File: src/lb_defs.svh
// Local bus slave constants for page map, control offsets and timing dividers
`ifndef LB_DEFS_SVH
`define LB_DEFS_SVH

// Page numbers, taken from address bits 23 to 16
`define LB_PAGE_STATUS  8'h00
`define LB_PAGE_RXMAC   8'h03
`define LB_PAGE_CTRL    8'h05

// Offsets inside the control page
`define LB_REG_LED_USER 5'd1
`define LB_REG_LED1     5'd2
`define LB_REG_LED2     5'd3
`define LB_REG_HBANK    5'd5
`define LB_REG_MISC     5'd8
`define LB_REG_DAC      5'd9
// First of six 22-bit FMC test slices
`define LB_REG_FMC0     5'd16

// LED PWM counter width, one tick per wrap
`define LB_LED_CW       10
// Mirror RAM address width
`define LB_MIRROR_AW    5
// Clocks per DAC sclk half period
`define LB_DAC_TICK_DIV 4

// Read fill values
`define LB_UNMAPPED     32'hdeadbeef
`define LB_STATUS_FILL  "zzzz"

`endif

File: src/lb_pkg.sv
// Shared types for the local bus register slave
`include "lb_defs.svh"

package lb_pkg;

	// Plain vectors with a bus meaning
	typedef logic [23:0] lb_addr_t;
	typedef logic [31:0] lb_data_t;
	typedef logic [7:0]  page_t;
	typedef logic [4:0]  reg_sel_t;
	typedef logic [7:0]  duty_t;
	typedef logic [15:0] fault_cnt_t;

	// Registered write command, one clock after the strobe
	typedef struct packed {
		logic                       en;
		reg_sel_t                   sel;
		lb_data_t                   data;
		logic [`LB_MIRROR_AW-1:0]   addr;
	} lb_wr_t;

	// Read-only status sources
	typedef struct packed {
		fault_cnt_t  fault_count;
		logic [31:0] uptime;
		logic        tx_mac_done;
		logic [1:0]  rx_buf_status;
		logic        dac_busy;
	} status_t;

	// Control register outputs
	typedef struct packed {
		logic         led_user;
		duty_t        led1_duty;
		duty_t        led2_duty;
		logic         rx_mac_hbank;
		logic [3:0]   misc_config;
		logic [131:0] fmc_test;
	} cfg_t;

endpackage

File: src/lb_bus_ctrl.sv
// Local bus control: strobe decode, two-stage read pipeline and write command register
`timescale 1ns/10ps
`include "lb_defs.svh"

module lb_bus_ctrl
	import lb_pkg::*;
(
	input  logic        clk,
	input  logic        arst_n,
	input  lb_addr_t    addr,
	input  logic        control_strobe,
	input  logic        control_rd,
	input  lb_data_t    data_out,
	input  lb_data_t    status_word,
	input  lb_data_t    mirror_word,
	input  logic [15:0] rx_mac_data,
	output logic        rd_stb,
	output lb_wr_t      wr,
	output logic        dac_send,
	output lb_data_t    data_in
);

	logic  local_write;
	page_t page;
	page_t page_r;
	logic  rd_r;

	assign page = addr[23:16];

	// Read pulse goes straight to the first-stage banks
	assign rd_stb = control_strobe & control_rd;

	// Only the control page accepts writes
	assign local_write = control_strobe & ~control_rd & (page == `LB_PAGE_CTRL);

	// Stage 1: remember which page was asked for
	always_ff @(posedge clk or negedge arst_n) begin
		if (!arst_n) begin
			rd_r   <= 1'b0;
			page_r <= '0;
		end else begin
			rd_r   <= rd_stb;
			page_r <= page;
		end
	end

	// Stage 2: page mux, result held until the next read
	always_ff @(posedge clk or negedge arst_n) begin
		if (!arst_n) begin
			data_in <= '0;
		end else if (rd_r) begin
			case (page_r)
				`LB_PAGE_STATUS: data_in <= status_word;
				`LB_PAGE_RXMAC:  data_in <= {16'h0000, rx_mac_data};
				`LB_PAGE_CTRL:   data_in <= mirror_word;
				default:         data_in <= `LB_UNMAPPED;
			endcase
		end
	end

	// Write command and DAC send, both one clock after the strobe
	always_ff @(posedge clk or negedge arst_n) begin
		if (!arst_n) begin
			wr       <= '0;
			dac_send <= 1'b0;
		end else begin
			wr.en    <= local_write;
			wr.sel   <= reg_sel_t'(addr[4:0]);
			wr.data  <= data_out;
			wr.addr  <= addr[`LB_MIRROR_AW-1:0];
			// One-cycle send pulse for the DAC offset
			dac_send <= local_write & (addr[4:0] == `LB_REG_DAC);
		end
	end

endmodule

File: src/lb_status_bank.sv
// Status bank with fault and uptime counters and the first-stage status read mux
`timescale 1ns/10ps
`include "lb_defs.svh"

module lb_status_bank
	import lb_pkg::*;
(
	input  logic       clk,
	input  logic       arst_n,
	input  logic       rd_stb,
	input  logic [3:0] rd_sel,
	input  logic       xdomain_fault,
	input  logic       led_tick,
	input  logic       tx_mac_done,
	input  logic [1:0] rx_mac_buf_status,
	input  logic       dac_busy,
	output lb_data_t   status_word
);

	status_t st;

	// Counters and a single resync stage for the MAC and DAC status
	always_ff @(posedge clk or negedge arst_n) begin
		if (!arst_n) begin
			st <= '0;
		end else begin
			// Wraps at 16 bits, bursts expected at startup
			if (xdomain_fault)
				st.fault_count <= st.fault_count + 1'b1;
			// One count per LED counter wrap
			if (led_tick)
				st.uptime <= st.uptime + 1'b1;
			st.tx_mac_done   <= tx_mac_done;
			st.rx_buf_status <= rx_mac_buf_status;
			st.dac_busy      <= dac_busy;
		end
	end

	// First read stage, selected by the low four address bits
	always_ff @(posedge clk) begin
		if (rd_stb) begin
			case (rd_sel)
				4'h0:    status_word <= "Hell";
				4'h1:    status_word <= "o wo";
				4'h2:    status_word <= "rld!";
				4'h3:    status_word <= "(::)";
				4'h4:    status_word <= {16'h0000, st.fault_count};
				4'h6:    status_word <= {31'h0, st.tx_mac_done};
				4'h7:    status_word <= {30'h0, st.rx_buf_status};
				4'h8:    status_word <= st.uptime;
				4'ha:    status_word <= {31'h0, st.dac_busy};
				// Unused offsets read a recognisable filler
				default: status_word <= `LB_STATUS_FILL;
			endcase
		end
	end

endmodule

File: src/lb_ctrl_regs.sv
// Direct-write control registers for LEDs, misc bits, receive bank and FMC test pattern
`timescale 1ns/10ps
`include "lb_defs.svh"

module lb_ctrl_regs
	import lb_pkg::*;
(
	input  logic   clk,
	input  logic   arst_n,
	input  lb_wr_t wr,
	output cfg_t   cfg
);

	// Each FMC offset loads this many pattern bits
	localparam int FMC_SW = 22;

	always_ff @(posedge clk or negedge arst_n) begin
		if (!arst_n) begin
			cfg.led_user     <= 1'b0;
			cfg.led1_duty    <= '0;
			cfg.led2_duty    <= '0;
			// Receive side starts on the high bank
			cfg.rx_mac_hbank <= 1'b1;
			cfg.misc_config  <= 4'b0000;
			cfg.fmc_test     <= '0;
		end else if (wr.en) begin
			case (wr.sel)
				`LB_REG_LED_USER: cfg.led_user <= wr.data[0];
				`LB_REG_LED1:     cfg.led1_duty <= wr.data[7:0];
				`LB_REG_LED2:     cfg.led2_duty <= wr.data[7:0];
				`LB_REG_HBANK:    cfg.rx_mac_hbank <= wr.data[0];
				`LB_REG_MISC:     cfg.misc_config <= wr.data[3:0];
				// FMC pattern in six slices, lowest bits first
				`LB_REG_FMC0:
					cfg.fmc_test[0*FMC_SW +: FMC_SW] <= wr.data[FMC_SW-1:0];
				`LB_REG_FMC0 + 5'd1:
					cfg.fmc_test[1*FMC_SW +: FMC_SW] <= wr.data[FMC_SW-1:0];
				`LB_REG_FMC0 + 5'd2:
					cfg.fmc_test[2*FMC_SW +: FMC_SW] <= wr.data[FMC_SW-1:0];
				`LB_REG_FMC0 + 5'd3:
					cfg.fmc_test[3*FMC_SW +: FMC_SW] <= wr.data[FMC_SW-1:0];
				`LB_REG_FMC0 + 5'd4:
					cfg.fmc_test[4*FMC_SW +: FMC_SW] <= wr.data[FMC_SW-1:0];
				`LB_REG_FMC0 + 5'd5:
					cfg.fmc_test[5*FMC_SW +: FMC_SW] <= wr.data[FMC_SW-1:0];
				// DAC offset is handled by the send pulse
				default: ;
			endcase
		end
	end

endmodule

File: src/lb_mirror_ram.sv
// Mirror RAM that reads back every word written in the control page
`timescale 1ns/10ps
`include "lb_defs.svh"

module lb_mirror_ram
	import lb_pkg::*;
(
	input  logic                     clk,
	input  lb_wr_t                   wr,
	input  logic [`LB_MIRROR_AW-1:0] rd_addr,
	output lb_data_t                 mirror_word
);

	lb_data_t mem [0:(1<<`LB_MIRROR_AW)-1];

	// Write port, fed by the registered write command
	always_ff @(posedge clk) begin
		if (wr.en)
			mem[wr.addr] <= wr.data;
	end

	// Read port samples every clock, same stage as the status bank
	always_ff @(posedge clk) begin
		mirror_word <= mem[rd_addr];
	end

endmodule

File: src/led_pwm.sv
// Two-channel LED PWM with a free-running counter and a wrap tick
`timescale 1ns/10ps
`include "lb_defs.svh"

module led_pwm
	import lb_pkg::*;
(
	input  logic  clk,
	input  logic  arst_n,
	input  duty_t led1_duty,
	input  duty_t led2_duty,
	output logic  led_tick,
	output logic  led1,
	output logic  led2
);

	logic [`LB_LED_CW-1:0] led_cc;

	always_ff @(posedge clk or negedge arst_n) begin
		if (!arst_n) begin
			led_cc   <= '0;
			led_tick <= 1'b0;
			led1     <= 1'b0;
			led2     <= 1'b0;
		end else begin
			// Carry out of the counter is the tick
			{led_tick, led_cc} <= {1'b0, led_cc} + 1'b1;
			// Duty scaled by four against the full counter range
			led1 <= led_cc < {led1_duty, 2'b00};
			led2 <= led_cc < {led2_duty, 2'b00};
		end
	end

endmodule

File: src/dac_shifter.sv
// Serial frame shifter for a dual 16-bit DAC with per-channel sync and busy flag
`timescale 1ns/10ps
`include "lb_defs.svh"

module dac_shifter (
	input  logic        clk,
	input  logic        arst_n,
	input  logic        send,
	input  logic [15:0] data,
	input  logic [1:0]  sel,
	output logic        busy,
	output logic        wr_dac_sclk,
	output logic        wr_dac_sdo,
	output logic [1:0]  wr_dac_sync
);

	typedef enum logic {
		DAC_IDLE,
		DAC_SHIFT
	} dac_state_t;

	localparam int FRAME_W = 24;

	dac_state_t  state;
	logic [1:0]  div;
	logic        tick;
	logic [23:0] frame;
	logic [4:0]  bit_cnt;

	// Half-period tick, counted only while shifting
	assign tick = (div == 2'(`LB_DAC_TICK_DIV - 1));
	assign busy = (state == DAC_SHIFT);

	always_ff @(posedge clk or negedge arst_n) begin
		if (!arst_n) begin
			state       <= DAC_IDLE;
			div         <= '0;
			frame       <= '0;
			bit_cnt     <= '0;
			wr_dac_sclk <= 1'b0;
			wr_dac_sdo  <= 1'b0;
			wr_dac_sync <= 2'b11;
		end else begin
			case (state)
				DAC_IDLE: begin
					div <= '0;
					// Sends while busy fall through and are dropped
					if (send) begin
						// Six spare bits, two power-down bits, then data MSB first
						frame       <= {6'b000000, 2'b00, data};
						bit_cnt     <= '0;
						wr_dac_sync <= ~sel;
						state       <= DAC_SHIFT;
					end
				end
				DAC_SHIFT: begin
					div <= div + 1'b1;
					if (tick) begin
						wr_dac_sclk <= ~wr_dac_sclk;
						if (!wr_dac_sclk) begin
							// Rising edge, present the next bit
							wr_dac_sdo <= frame[FRAME_W-1];
							frame      <= {frame[FRAME_W-2:0], 1'b0};
						end else if (bit_cnt == 5'(FRAME_W - 1)) begin
							// Last falling edge, release both channels
							wr_dac_sync <= 2'b11;
							state       <= DAC_IDLE;
						end else begin
							bit_cnt <= bit_cnt + 1'b1;
						end
					end
				end
				default: state <= DAC_IDLE;
			endcase
		end
	end

endmodule

File: src/lb_slave_top.sv
// Local bus register slave top, bus control plus status, control, mirror, PWM and DAC blocks
`timescale 1ns/10ps
`include "lb_defs.svh"

module lb_slave_top
	import lb_pkg::*;
(
	input  logic         clk,
	input  logic         arst_n,
	// Host bus
	input  lb_addr_t     addr,
	input  logic         control_strobe,
	input  logic         control_rd,
	input  lb_data_t     data_out,
	output lb_data_t     data_in,
	// Status sources
	input  logic         xdomain_fault,
	input  logic         tx_mac_done,
	input  logic [15:0]  rx_mac_data,
	input  logic [1:0]   rx_mac_buf_status,
	// Configuration outputs
	output logic         rx_mac_hbank,
	output logic         cfg_d02,
	output logic         mmc_int,
	output logic         allow_mmc_eth_config,
	output logic         zest_pwr_en,
	// DAC serial port
	output logic         wr_dac_sclk,
	output logic         wr_dac_sdo,
	output logic [1:0]   wr_dac_sync,
	// Board outputs
	output logic [131:0] fmc_test,
	output logic         led_user_mode,
	output logic         led1,
	output logic         led2
);

	logic     rd_stb;
	lb_wr_t   wr;
	logic     dac_send;
	logic     dac_busy;
	logic     led_tick;
	lb_data_t status_word;
	lb_data_t mirror_word;
	cfg_t     cfg;

	lb_bus_ctrl u_bus_ctrl (
		.clk            (clk),
		.arst_n         (arst_n),
		.addr           (addr),
		.control_strobe (control_strobe),
		.control_rd     (control_rd),
		.data_out       (data_out),
		.status_word    (status_word),
		.mirror_word    (mirror_word),
		.rx_mac_data    (rx_mac_data),
		.rd_stb         (rd_stb),
		.wr             (wr),
		.dac_send       (dac_send),
		.data_in        (data_in)
	);

	lb_status_bank u_status_bank (
		.clk               (clk),
		.arst_n            (arst_n),
		.rd_stb            (rd_stb),
		.rd_sel            (addr[3:0]),
		.xdomain_fault     (xdomain_fault),
		.led_tick          (led_tick),
		.tx_mac_done       (tx_mac_done),
		.rx_mac_buf_status (rx_mac_buf_status),
		.dac_busy          (dac_busy),
		.status_word       (status_word)
	);

	lb_ctrl_regs u_ctrl_regs (
		.clk    (clk),
		.arst_n (arst_n),
		.wr     (wr),
		.cfg    (cfg)
	);

	// Read address taken straight from the bus, as for the status bank
	lb_mirror_ram u_mirror_ram (
		.clk         (clk),
		.wr          (wr),
		.rd_addr     (addr[`LB_MIRROR_AW-1:0]),
		.mirror_word (mirror_word)
	);

	led_pwm u_led_pwm (
		.clk       (clk),
		.arst_n    (arst_n),
		.led1_duty (cfg.led1_duty),
		.led2_duty (cfg.led2_duty),
		.led_tick  (led_tick),
		.led1      (led1),
		.led2      (led2)
	);

	// Channel selects ride in data bits 17 and 16
	dac_shifter u_dac_shifter (
		.clk         (clk),
		.arst_n      (arst_n),
		.send        (dac_send),
		.data        (wr.data[15:0]),
		.sel         (wr.data[17:16]),
		.busy        (dac_busy),
		.wr_dac_sclk (wr_dac_sclk),
		.wr_dac_sdo  (wr_dac_sdo),
		.wr_dac_sync (wr_dac_sync)
	);

	// Misc bits in board order
	assign cfg_d02              = cfg.misc_config[0];
	assign mmc_int              = cfg.misc_config[1];
	assign allow_mmc_eth_config = cfg.misc_config[2];
	assign zest_pwr_en          = cfg.misc_config[3];

	assign led_user_mode = cfg.led_user;
	assign rx_mac_hbank  = cfg.rx_mac_hbank;
	assign fmc_test      = cfg.fmc_test;

endmodule

File: config.mk
export PLATFORM = sky130hd
export DESIGN_NAME = lb_slave_top
export DESIGN_NICKNAME = d
export VERILOG_FILES = /design/src/lb_pkg.sv /design/src/lb_bus_ctrl.sv /design/src/lb_status_bank.sv /design/src/lb_ctrl_regs.sv /design/src/lb_mirror_ram.sv /design/src/led_pwm.sv /design/src/dac_shifter.sv /design/src/lb_slave_top.sv
export VERILOG_INCLUDE_DIRS = /design/src
export SDC_FILE = /design/constraint.sdc
export NUM_CORES = 2
export LEC_CHECK = 0
export ABC_AREA = 1
export BUFFER_PORTS_ARGS = -buffer_cell sky130_fd_sc_hd__buf_4
export CORE_ASPECT_RATIO = 1.25
export CORE_UTILIZATION = 55
export DETAILED_ROUTE_END_ITERATION = 10
export PLACE_DENSITY = 0.72
export SYNTH_ARGS = -nofsm -noshare
export SYNTH_HDL_FRONTEND = slang
export SYNTH_SLANG_ARGS = --single-unit
File: constraint.sdc
create_clock -name clk -period 4.9 [get_ports clk]
set_input_delay 0.98 -clock clk [delete_from_list [all_inputs] [get_ports clk]]
set_output_delay 0.98 -clock clk [all_outputs]
set_load 0.1 [all_outputs]
==> impl_metrics.ini <==
[run_status]
status = completed

[cts]
hold_buffers = 0
worstSkewPairLatency_ns = 0.79
postCtsSetupBuffers = 0
cts_resized = 0
cts.clk_slew.worst_paths_ns = 0.07
clk_path_buf_depth = 3
cts_tree = built
cts.sinks = 1423
cts_max_level = 4
cts_made_buffers = 136
cts-root-buf = clkbuf_16

[die]
die_area_mm2 = 0.108
start_util_pct = 55.6
core_mm2 = 0.105
die_h_um = 367
pin_count = 256
die_w_um = 294
num_rows = 133

[timing]
tightest_slew_ns = 1.27
max_freq_mhz = 329
finalHoldViolCount = 0
min_period_ns = 3.04
finalCritPeriodShare_pct = 62.1
rsz0062_at_grt = false
relSlewSlack_pct = 14.9
finalSetupViolCount = 0
tns_ns = 0
slew_viol_final = 0
finClkSkew_ns = 0.0306

[placed_design]
place.gp.congestion = 0.867
place_area_mm2 = 0.0612
portBuffers = 244
hpwl_um = 87300

[routing]
viasPerCell = 5.45
drt_iter0_drc = 4071
ant_nets = 0
drt-total-wl_um = 153000
firstDrtPassIters = 5
wl_per_cell_um = 21.0
drc = 0
vias = 39600

[final_layout]
final_area_mm2 = 0.0656
drive_above_1_share_pct = 10.2
num_antenna_cells = 0
layout.nets = 5836
layout_common_cells = nand2_1 (2791), edfxtp_1 (1056), dfrtp_1 (332)
final_common_cell = nand2_1
area_growth_pct = 11.9

[synth]
syn_area_mm2 = 0.0586
ys_ff_latch = 1423
synth-warning-count = 0
synthCells = 5642
synth.distinct_cells = 38
synth_fp_nets = 5741
syn_avg_cell_area_um2 = 10.4
ys_seq_area_share_pct = 69.5

[power_and_ir_drop]
p_total_mw = 24.9
ir_drop_v = 0.000280
power_per_cell_area_mw_per_mm2 = 379
leakagePower_nw = 27.6

[grt]
grt_pass1_vias = 38000
antenna_found_initial = 0
grt-ovfl-total = 0
grt_use_total_pct = 28.6
grt_max_degree = 142
grt_first_pass_wirelength_um = 229000

[setup_path]
slowest_delay_ns = 0.80
cpMostUsedCell = nand2_1
arrival_ns = 3.70
crit_path_top_delay_cell = nor2_2
cp-start-kind = flop
reg2reg_depth = 8
rr_endpoint = u_bus_ctrl.data_in[18]
critPathKind = flop to flop
worstPathRequired_ns = 5.56
reg2reg_slack_ns = 1.86
timing.rr.start = u_bus_ctrl.page_r[4]
crit_fanout = 29
cp-end-kind = flop
worstPathCellList = inv_1 > nand2_1 > nor2_2 > nand2_1 > nand3_1 > nand2_1 > nor2_1 > nor2_1

[min_path]
hold_class = primary input to async pin

[job]
drv_cap = 0
layer usage:
layer | wire (um) | vias up | GRT usage (%)
met1 | 58100 | 18900 | 35.7
met2 | 74200 | 1840 | 47.6
met4 | 7390 | 0 | 13.9
met3 | 13000 | 357 | 5.66
met5 | 0 | - | 0
li1 | - | 18500 | -
stage by stage:
stage | setup slack, ns | instances | util, % | hold slack, ns
after floorplan | 2.06 | 5642 | - | 0.349
after global placement | 1.64 | 7016 | 58.1 | 0.430
after detailed placement | 1.68 | 7016 | 58.1 | 0.430
after CTS | 1.84 | 7269 | 62.2 | 0.250
after global routing | 1.60 | 7269 | 62.2 | 0.283
final | 1.86 | 7269 | 62.2 | 0.233
state kept, by name, indices dropped and copies added, names as in the netlist:
| register | flops |
|---|---|
| u_mirror_ram.mem | 1024 |
| u_dac_shifter.div | 2 |
| u_dac_shifter.bit_cnt | 5 |
| u_dac_shifter.wr_dac_sclk | 1 |
| u_status_bank.status_word | 32 |
| u_mirror_ram.mirror_word | 32 |
| u_status_bank.st | 52 |
| u_bus_ctrl.data_in | 32 |
| u_dac_shifter.wr_dac_sync | 2 |
| u_bus_ctrl.wr | 38 |
| u_led_pwm.led_tick | 1 |
| u_bus_ctrl.page_r | 8 |
| u_bus_ctrl.dac_send | 1 |
| u_led_pwm.led_cc | 10 |
| u_led_pwm.led1 | 1 |
| u_bus_ctrl.rd_r | 1 |
| u_dac_shifter.busy | 1 |
| u_led_pwm.led2 | 1 |
| u_dac_shifter.wr_dac_sdo | 1 |
| u_ctrl_regs.cfg | 154 |
| u_dac_shifter.frame | 24 |
worst max path at each step:
stage / slack (ns) / endpoint / startpoint / depth (start not counted)
floorplan: 2.06 / u_ctrl_regs.cfg[48] / u_bus_ctrl.wr[39] / 9
global placement: 1.64 / u_mirror_ram.mirror_word[17] / addr[1] / 9
detailed placement: 1.68 / u_mirror_ram.mirror_word[29] / addr[1] / 9
CTS: 1.84 / u_bus_ctrl.data_in[18] / u_bus_ctrl.page_r[5] / 8
global route: 1.60 / u_bus_ctrl.data_in[18] / u_bus_ctrl.page_r[4] / 8
finish: 1.86 / u_bus_ctrl.data_in[18] / u_bus_ctrl.page_r[4] / 8
where the power goes:
| group | internal (mW) | switching, mW |
|---|---|---|
| sequential | 13.1 | 0.185 |
| combinational | 0.320 | 0.894 |
| clock | 5.84 | 4.56 |
| total | 19.2 | 5.64 |
cells by family after synthesis:
kind of cell	share of synthesized area, %
flip-flops	69.5
buffers and inverters	4.81
XOR/XNOR	0.613
AO/OA/AOI/OAI	2.92
AND/OR/NAND/NOR	21.7
adder cells (fa/ha/maj)	0.406
Yosys cell counts:
library cell,number,area (um^2)
a21oi_2,1,8.76
nand2_1,2791,10500
nor4_1,1,6.26
o22ai_1,10,62.6
nand3_1,184,921
o221ai_1,2,17.5
o21ai_0,178,891
a31oi_1,3,18.8
o211ai_1,25,188
nor2_1,291,1090
nand3b_1,3,22.5
inv_1,155,582
o21ai_1,1,5.00
nand2_2,1,6.26
ha_1,19,238
inv_2,8,30.0
xnor2_1,7,61.3
o21a_1,24,180
a21oi_1,64,320
buf_2,120,601
dfrtp_1,332,8310
nand4_1,13,81.3
o2111ai_1,1,8.76
nor3b_1,1,7.51
o21bai_1,1,7.51
xor2_1,34,298
nor3_2,2,20.0
edfxtp_1,1056,31700
nor2_4,1,11.3
buf_1,24,90.1
nor3_1,8,40.0
nor2_2,4,25.0
clkbuf_1,77,289
and3_1,1,6.26
buf_4,163,1220
or2_2,1,6.26
dfxtp_1,32,641
dfstp_2,3,78.8
critical path: cells and delay by family, from the launching register on:
family        cells  cell delay (ns)
simple gates      7             2.47
buf+inv           1             0.07
flops             1             0.36
cell type report:
class	instances	area (um^2)
clock buffers	189	3750
multi-input cells	3672	15300
well taps	1417	1770
inverters	163	627
repair buffers	341	2760
fillers	8048	39800
clock inverters	64	641
flip-flops and latches	1423	40700
Power figures use the tool's default switching activity.
